`config.mk`:
```
export PLATFORM = sky130hd
export DESIGN_NAME = sram_apb_top
export DESIGN_NICKNAME = d
export VERILOG_FILES = /design/src/rtl/sram_ctrl_pkg.sv /design/src/rtl/sram_req_if.sv /design/src/rtl/sram_apb_top.sv /design/src/rtl/sram_pin_driver.sv /design/src/rtl/sram_fsm.sv /design/src/rtl/apb_sram_port.sv
export SDC_FILE = /design/constraint.sdc
export NUM_CORES = 1
export LEC_CHECK = 0
export BUFFER_PORTS_ARGS = -buffer_cell sky130_fd_sc_hd__buf_2
export CAP_MARGIN = 10
export CORE_UTILIZATION = 38
export CTS_CLUSTER_DIAMETER = 150
export DETAILED_ROUTE_END_ITERATION = 8
export GPL_ROUTABILITY_DRIVEN = 0
export PLACE_DENSITY = 0.73
export SYNTH_ARGS = -nofsm -noshare
export SYNTH_HDL_FRONTEND = slang
export SYNTH_SLANG_ARGS = --single-unit
```
`constraint.sdc`:
```
create_clock -name clk -period 2.02 [get_ports clk]
set_input_delay 0.202 -clock clk [delete_from_list [all_inputs] [get_ports clk]]
set_output_delay 0.202 -clock clk [all_outputs]
set_load 0.02 [all_outputs]
```
`src/rtl/sram_ctrl_pkg.sv`:
```
package sram_ctrl_pkg;

  // Default geometry of the external SRAM.
  // The top level picks these up and passes them down as parameters.
  parameter int DEF_ADDR_W = 16;
  parameter int DEF_DATA_W = 16;

  // Sequencer states for a single SRAM access.
  // Every access passes through DONE before the sequencer is ready again,
  // so the chip is deselected for at least one cycle between accesses.
  typedef enum logic [1:0] {
    IDLE  = 2'b00, // Ready for a new request.
    READ  = 2'b01, // CE and OE low, read data captured at the end.
    WRITE = 2'b10, // CE and WE low, data driven.
    DONE  = 2'b11  // Strobes released.
  } state_t;

endpackage
```
`src/rtl/sram_req_if.sv`:
```
interface sram_req_if #(
  parameter int ADDR_W = sram_ctrl_pkg::DEF_ADDR_W,
  parameter int DATA_W = sram_ctrl_pkg::DEF_DATA_W
);

  logic              read_req;  // One-cycle strobe, only while ready is high.
  logic              write_req; // One-cycle strobe, only while ready is high.
  logic [ADDR_W-1:0] addr;
  logic [DATA_W-1:0] wdata;
  logic [DATA_W-1:0] rdata;
  logic              ready;     // Sequencer is in IDLE.

  // Bus side, issues requests.
  modport port (
    output read_req,
    output write_req,
    output addr,
    output wdata,
    input  ready,
    input  rdata
  );

  // Strobe sequencer.
  modport seq (
    input  read_req,
    input  write_req,
    output ready
  );

  // Pin registers and read capture.
  modport pins (
    input  read_req,
    input  write_req,
    input  addr,
    input  wdata,
    output rdata
  );

endinterface

```
`src/rtl/sram_apb_top.sv`:
```
module sram_apb_top #(
  parameter int ADDR_W = sram_ctrl_pkg::DEF_ADDR_W,
  parameter int DATA_W = sram_ctrl_pkg::DEF_DATA_W
) (
  input  logic              clk,
  input  logic              rst_n,

  input  logic              psel,
  input  logic              penable,
  input  logic              pwrite,
  input  logic [ADDR_W-1:0] paddr,
  input  logic [DATA_W-1:0] pwdata,
  output logic              pready,
  output logic [DATA_W-1:0] prdata,

  output logic [ADDR_W-1:0] sram_addr,
  output logic [DATA_W-1:0] sram_dq_o,
  output logic              sram_dq_oe,
  input  logic [DATA_W-1:0] sram_dq_i,
  output logic              sram_ce_n,
  output logic              sram_oe_n,
  output logic              sram_we_n
);

  sram_ctrl_pkg::state_t state;
  logic                  latch_read;
  logic                  drive_data_en;

  sram_req_if #(
    .ADDR_W(ADDR_W),
    .DATA_W(DATA_W)
  ) req_if ();

  apb_sram_port #(
    .ADDR_W(ADDR_W),
    .DATA_W(DATA_W)
  ) apb_sram_port_inst (
    .clk     (clk),
    .rst_n   (rst_n),
    .psel    (psel),
    .penable (penable),
    .pwrite  (pwrite),
    .paddr   (paddr),
    .pwdata  (pwdata),
    .pready  (pready),
    .prdata  (prdata),
    .req     (req_if.port)
  );

  sram_fsm sram_fsm_inst (
    .clk           (clk),
    .rst_n         (rst_n),
    .seq           (req_if.seq),
    .state         (state),
    .latch_read    (latch_read),
    .drive_data_en (drive_data_en),
    .sram_ce_n     (sram_ce_n),
    .sram_oe_n     (sram_oe_n),
    .sram_we_n     (sram_we_n)
  );

  sram_pin_driver #(
    .ADDR_W(ADDR_W),
    .DATA_W(DATA_W)
  ) sram_pin_driver_inst (
    .clk           (clk),
    .rst_n         (rst_n),
    .pins          (req_if.pins),
    .state         (state),
    .latch_read    (latch_read),
    .drive_data_en (drive_data_en),
    .sram_addr     (sram_addr),
    .sram_dq_o     (sram_dq_o),
    .sram_dq_oe    (sram_dq_oe),
    .sram_dq_i     (sram_dq_i)
  );

endmodule

```
`src/rtl/sram_pin_driver.sv`:
```
module sram_pin_driver #(
  parameter int ADDR_W,
  parameter int DATA_W
) (
  input  logic                  clk,
  input  logic                  rst_n,

  sram_req_if.pins              pins,

  input  sram_ctrl_pkg::state_t state,
  input  logic                  latch_read,
  input  logic                  drive_data_en,

  output logic [ADDR_W-1:0]     sram_addr,
  output logic [DATA_W-1:0]     sram_dq_o,
  output logic                  sram_dq_oe,
  input  logic [DATA_W-1:0]     sram_dq_i
);

  logic [ADDR_W-1:0] addr_q;
  logic [DATA_W-1:0] wdata_q;
  logic [DATA_W-1:0] rdata_q;
  logic              wr_q;    // Current access is a write.

  // Address and data are taken on the request, so the pins settle
  // as the sequencer enters READ or WRITE.
  always_ff @(posedge clk) begin
    if (pins.read_req || pins.write_req) begin
      addr_q  <= pins.addr;
      wdata_q <= pins.wdata;
    end
    if (latch_read) begin
      rdata_q <= sram_dq_i; // Sampled at the edge that ends READ.
    end
  end

  always_ff @(posedge clk or negedge rst_n) begin
    if (!rst_n) begin
      wr_q <= 1'b0;
    end else if (pins.read_req || pins.write_req) begin
      wr_q <= pins.write_req;
    end
  end

  assign sram_addr  = addr_q;
  assign sram_dq_o  = wdata_q;
  assign sram_dq_oe = drive_data_en;
  assign pins.rdata = rdata_q;

  // The SRAM drives the bus in READ.
  a_no_drive_in_read : assert property (
    @(posedge clk) disable iff (!rst_n)
    (state == sram_ctrl_pkg::READ) |-> !sram_dq_oe
  );

  // Only a write access may put data on the bus.
  a_drive_only_for_write : assert property (
    @(posedge clk) disable iff (!rst_n)
    drive_data_en |-> wr_q
  );

endmodule

```
`src/rtl/sram_fsm.sv`:
```
module sram_fsm (
  input  logic                  clk,
  input  logic                  rst_n,

  sram_req_if.seq               seq,

  output sram_ctrl_pkg::state_t state,
  output logic                  latch_read,
  output logic                  drive_data_en,

  output logic                  sram_ce_n,
  output logic                  sram_oe_n,
  output logic                  sram_we_n
);

  sram_ctrl_pkg::state_t next_state;
  logic                  op_write; // Operation of the current access.

  always_ff @(posedge clk or negedge rst_n) begin
    if (!rst_n) begin
      state    <= sram_ctrl_pkg::IDLE;
      op_write <= 1'b0;
    end else begin
      state <= next_state;
      if (state == sram_ctrl_pkg::IDLE && (seq.write_req || seq.read_req)) begin
        op_write <= seq.write_req;
      end
    end
  end

  always_comb begin
    next_state = state;
    unique case (state)
      sram_ctrl_pkg::IDLE: begin
        if (seq.write_req) next_state = sram_ctrl_pkg::WRITE; // Write wins a tie.
        else if (seq.read_req) next_state = sram_ctrl_pkg::READ;
      end
      sram_ctrl_pkg::READ:  next_state = sram_ctrl_pkg::DONE;
      sram_ctrl_pkg::WRITE: next_state = sram_ctrl_pkg::DONE;
      sram_ctrl_pkg::DONE:  next_state = sram_ctrl_pkg::IDLE;
      default:              next_state = sram_ctrl_pkg::IDLE;
    endcase
  end

  assign seq.ready  = (state == sram_ctrl_pkg::IDLE);
  assign latch_read = (state == sram_ctrl_pkg::READ);

  // Data stays on the bus through the DONE after a write, so it is held past
  // the rising edge of write enable.
  assign drive_data_en = (state == sram_ctrl_pkg::WRITE) ||
                         (state == sram_ctrl_pkg::DONE && op_write);

  assign sram_ce_n = !(state == sram_ctrl_pkg::READ || state == sram_ctrl_pkg::WRITE);
  assign sram_oe_n = !(state == sram_ctrl_pkg::READ);
  assign sram_we_n = !(state == sram_ctrl_pkg::WRITE);

  // Write data must still be on the bus when write enable rises.
  a_data_hold_at_we_rise : assert property (
    @(posedge clk) disable iff (!rst_n)
    $rose(sram_we_n) |-> drive_data_en
  );

  // The bus side must wait for IDLE before it issues the next request.
  a_req_when_ready : assert property (
    @(posedge clk) disable iff (!rst_n)
    (seq.read_req || seq.write_req) |-> seq.ready
  );

endmodule

```
`src/rtl/apb_sram_port.sv`:
```
module apb_sram_port #(
  parameter int ADDR_W,
  parameter int DATA_W
) (
  input  logic              clk,
  input  logic              rst_n,

  input  logic              psel,
  input  logic              penable,
  input  logic              pwrite,
  input  logic [ADDR_W-1:0] paddr,
  input  logic [DATA_W-1:0] pwdata,
  output logic              pready,
  output logic [DATA_W-1:0] prdata,

  sram_req_if.port          req
);

  logic pending;
  logic issue;

  // A transfer is handed to the sequencer in its first access cycle only.
  // While pending is set the same transfer is never issued twice.
  assign issue = psel && penable && !pending && req.ready;

  assign req.write_req = issue && pwrite;
  assign req.read_req  = issue && !pwrite;

  // APB keeps PADDR and PWDATA stable until PREADY, so the request
  // fields can come straight from the bus.
  assign req.addr  = paddr;
  assign req.wdata = pwdata;

  always_ff @(posedge clk or negedge rst_n) begin
    if (!rst_n) begin
      pending <= 1'b0;
    end else if (issue) begin
      pending <= 1'b1;
    end else if (pending && req.ready) begin
      pending <= 1'b0; // Transfer completes in this cycle.
    end
  end

  // The sequencer is back in IDLE three cycles after the request,
  // which is the fourth access cycle of the transfer.
  assign pready = pending && req.ready;
  assign prdata = req.rdata; // Captured at the end of READ, valid with PREADY.

  // PREADY must only rise inside an access phase.
  a_pready_in_access : assert property (
    @(posedge clk) disable iff (!rst_n)
    pready |-> (psel && penable)
  );

  // The pin registers latched PADDR at the request, but the master must still hold it.
  a_paddr_stable : assert property (
    @(posedge clk) disable iff (!rst_n)
    pending |-> $stable(paddr)
  );

endmodule

```
# After elaboration in Yosys (flattened, before gate mapping)
# Cells that the tools add are included.
# totals
reg_bits	52
input_bits	53
out_inout_bits	53
wordCells	34
# op_classes
eq_ne	4
n_mux	5
n_reduce_logical	19
# op_table
operator	count
logical AND 1 bit	8
one-hot mux 2 bit (3 select lines)	1
logical NOT 1 bit	5
== test 2 bit, second input constant	2
2-to-1 mux 2 bit	2
logical OR 1 bit	3
!= test 3 x 1 -> 1 bit, second input constant	1
== test 2 x 1 -> 1 bit, second input constant	1
logical NOT 2 bit	1
2-to-1 mux 1 bit	2
nonzero test 2 bit	1
OR reduction 2 bit	1

# Longest topological paths before layout
# logic_depth
word_depth	7
mapped_depth	5
ltp_nobuf	5

# Modules after synthesis
# A second synthesis with hierarchy kept.
# unflattened
cells_unflattened	133
area_unflattened_um2	2157.1
# modules_own_cells
mod	instances	cells_each	area_each_um2	seq_area_each_um2
sram_pin_driver	1	50	1455.1	1441.4
apb_sram_port	1	56	436.7	25.0
sram_fsm	1	27	265.3	75.1

# Least setup slack after synthesis
# OpenSTA, ideal clock, no wires.
# synth_path
path_kind	reg2reg
startpoint	register sram_fsm_inst.state[0]
endpoint	register sram_pin_driver_inst.addr_q[0], in the netlist sram_pin_driver_inst.sram_addr[0] (enable)
setup_ns	0.387
arrival_ns	1.545
required_time_ns	1.633
path_slack_ns	0.088
path_stages_with_launch	5
path_buffers	0
period_less_slack_ns	1.932
path_cell_list	dfrtp_1 > inv_1 > ha_1 > nand4_1 > inv_1
# synth_via
elab_chain_cells	4
word_cells_on_any_way	5
classes_between	reduce/logical (5)
# synth_lines
item	line_no	source
from (decl)	sram_fsm.sv:7	output sram_ctrl_pkg::state_t state,
from (signal assigned)	sram_fsm.sv:21	state <= sram_ctrl_pkg::IDLE;
from (signal assigned)	sram_fsm.sv:24	state <= next_state;
logical NOT 2 bit (*)	sram_fsm.sv:45	assign seq.ready = (state == sram_ctrl_pkg::IDLE);
logical AND 1 bit (*)	apb_sram_port.sv:24	assign issue = psel && penable && !pending && req.ready;
logical AND 1 bit (on tied branches)	apb_sram_port.sv:27, apb_sram_port.sv:26	
logical OR 1 bit (*)	n/a	
to (signal assigned)	sram_pin_driver.sv:29	addr_q <= pins.addr;
to (decl)	sram_pin_driver.sv:20	logic [ADDR_W-1:0] addr_q;
# Mark *: on every way between the ends. The rest lies on a longest branch, timed or not.
# A chain may end at the register's enable or synchronous reset.

# Worst setup path in the final report
# layout_path
startpoint	register sram_fsm_inst.state[1]
endpoint	output port sram_oe_n
# layout_via
elab_chain_cells	2
# layout_lines
item	line_no	source
== test 2 x 1 -> 1 bit	sram_fsm.sv:54	assign sram_oe_n = !(state == sram_ctrl_pkg::READ);
logical NOT 1 bit	sram_fsm.sv:54	
to (decl)	sram_apb_top.sv:21	output logic sram_oe_n,
# No other way between the ends.

==> summary.md <==
| Metric | Value |
|---|---|
| Worst-skew pair later-pin latency | roughly 0.3 ns |
| Post-Syn Area per Cell | 22.3 sq um |
| Clock skew | 0.00675 ns |
| VDD IR max | around 700 uV |
| Fraction of layout cells with a size suffix above 1 | 60.8% |
| Shortest period the worst path allows | 1.68 ns |
| Fin. max-slew vios | 0 |
| Post-route ant nets | 0 |
| CP endpoint kind | primary output |
| Fin crit share | 83.1% |
| DRC | 0 |
| Vias | between 1000 and 1500 |
| GR Util met1 | 14.6% |
| Post-DP HPWL | ~2.6 mm |
| Final setup violation count | 0 |
| Max H-tree Level | 2 |
| GRT Total Usage | 13.9% |
| Least-Margin Pin Slew | between 0.4 and 0.5 ns |
| Max-cap violations | 0 |
| Hold Path Class | input port to flip-flop |
| Ys Warns | 0 |
| Synth cell types | 16 |
| Seq/Total Area, Yosys | around nine tenths |
| Routed len/inst | 13.6 um |
| Die width | 69.7 um |
| CP max FO | 9 |
| Yosys reg bits | 52 |
| Top-count cell post-synth | edfxtp_1 |
| Final hold viol count | 0 |
| DP Worst Slack | 0.407 ns |
| # diodes | 0 |
| Antenna violations before repair | 0 |
| First-pass GRT wire length | 5.02 mm |
| Top FF cell, synth | edfxtp_1 |
| Final wirelength | 3.34 mm |
| Final setup margin | 0.342 ns |
| PD cells | 1200 nW/um^2 |
| Max Clock Freq | 0.596 GHz |
| Met2 global-route usage | 25.2% |
| Root Buffer | clkbuf_8 |
| Yosys top cell by area | edfxtp_1 |
| I/O pin cnt | 106 |
| Mapped Area | 1740 sq um |
| Die Area | 4850 sq um |
| Gr busiest metal | met2 |
| Vias in the first global route | 1007 |
| Core Footprint | 4380 sq um |
| Mapped Cells | 78 |
| CTS clk-pin slew, worst paths | 0.09 ns |
| Crit start category | flip-flop |
| Total gr overflow | 0 |
| I/O Buffers | 105 |
| Vias per std cell | 4.53 |
| # rows | 24 |
| Relative slew margins | ~73% |
| Synth top area share | 82.9% |
| Post-synth EDFFs | between 40 and 50 |
| Syn-to-layout area delta | 41.2% |
| Pin count of the biggest net entering global routing | 33 |
| Final #Nets | 251 |
| Die height | 69.7 um |
| Static leakage | 0.00110 uW |
| Setup Crit Path Kind | flip-flop to primary output |
| Clk buf depth | 2 |
| Crit path DAT | around 1.5 ns |
| Met3 usage | 4.65% |
| Cts bufs inserted | 5 |
| Worst EP required | 1.82 ns |
| Post-synthesis async set-or-reset flop share | slightly below 8% |
| Setup TNS Final | 0 ns |
| Post-CTS setup buffers | 0 |
| Starting density of the core | roughly two fifths |
| CTS tree | yes |
| TritonRoute pass-1 iters | 4 |
| Leading post-synthesis cells by cell area | edfxtp_1, dfrtp_1, ha_1 |
| Post-synth top cells | edfxtp_1, inv_1, ha_1 |
| RSZ-0062 raised after global routing | no |
| Sink Count | 52 |
| Status | finished clean |
| Initial detailed-routing violation count | 43 |
| Mapped Nets | 136 |
critical path, stage by stage, from the launching register on:
cell and delay [ns]:
dfrtp_1 0.41, inv_1 0.11, ha_1 0.42, inv_1 0.07, buf_2 0.17
cell families after synthesis:
| family | Yosys count | share of synthesized area, % |
|---|---|---|
| buffers and inverters | 7 | 1.51 |
| flip-flops | 52 | 88.6 |
| adder cells (fa/ha/maj) | 5 | 3.60 |
| AO/OA/AOI/OAI | 4 | 1.80 |
| multiplexers | 1 | 0.863 |
| AND/OR/NAND/NOR | 9 | 3.60 |
cell type report:
cell class,count,area (sq um)
clock buffer,6,72.6
clock inverter,2,16.3
multi-input combinational,19,171
tap,52,65.1
fill,358,1930
sequential,52,1540
inverter,7,26.3
timing repair buffer,108,563
sequential cells by signal, indices dropped and copies added (netlist names):
signal and flops:
sram_pin_driver_inst.pins.rdata 16, sram_pin_driver_inst.sram_addr 16, sram_pin_driver_inst.sram_dq_o 16, sram_fsm_inst.state 2, apb_sram_port_inst.pending 1, sram_fsm_inst.op_write 1
per-stage QoR:
step / area, sq um / power [uW] / std cells / hold slack, ns / util, %
floorplan: 1740 / 2080 / 78 / -0.0936 / -
global route: 2460 / 3100 / 246 / 0.0530 / 56.0
detailed placement: 2360 / 2420 / 237 / 0.0167 / 53.8
finish: 2460 / 2950 / 246 / 0.0733 / 56.0
global placement: 2360 / 2400 / 237 / 0.0154 / 53.8
CTS: 2460 / 2990 / 246 / 0.0666 / 56.0
per-layer routing:
metal,share of wire [%],wire length [um],vias up
met5,0,0,-
met4,2.2,72,0
met3,9.2,308,8
met2,54,1790,69
met1,35,1170,518
li1,-,-,519
cell usage in the layout, fill, tap and decap left out:
cell type / instances
a211o_1: 1
a211oi_2: 1
a21oi_1: 1
and2_2: 1
and3_1: 2
buf_12: 1
buf_2: 105
buf_4: 1
clkbuf_1: 1
clkbuf_8: 5
clkinv_4: 1
clkinvlp_4: 1
dfrtp_1: 4
dlygate4sd3_1: 1
edfxtp_1: 48
ha_1: 5
inv_1: 7
mux2_4: 1
nand2_1: 2
nand3_1: 1
nand3b_4: 1
nand4_1: 1
nor2_1: 1
o21ai_0: 1
final timing paths:
kind / from / end / slack [ns] / cells past startpoint
setup / recovery: sram_fsm_inst.state[1] / sram_oe_n / 0.34 / 4
hold / removal: pwdata[7] / sram_pin_driver_inst.sram_dq_o[7] / 0.07 / 1
max in group asynchronous: rst_n / sram_fsm_inst.op_write / 1.65 / 2
min in group asynchronous: rst_n / apb_sram_port_inst.pending / 0.24 / 2
setup reg to reg: sram_fsm_inst.state[0] / sram_pin_driver_inst.sram_addr[13] / 0.40 / 5
hold reg to reg: sram_fsm_inst.op_write / sram_fsm_inst.op_write / 0.54 / 1
power breakdown:
| part | internal, uW | leakage, uW | switching (uW) |
|---|---|---|---|
| clock network | 247 | 0.0000414 | 322 |
| logic | 314 | 0.000567 | 571 |
| registers | 1430 | 0.000492 | 63.8 |
| total | 1990 | 0.00110 | 956 |
what timing repair did:
item,4_1_cts,5_1_grt
gates resized for setup,0,0
endpoints found under the hold margin,4,0
hold buffers,1,0
Power figures use the tool's default switching activity.
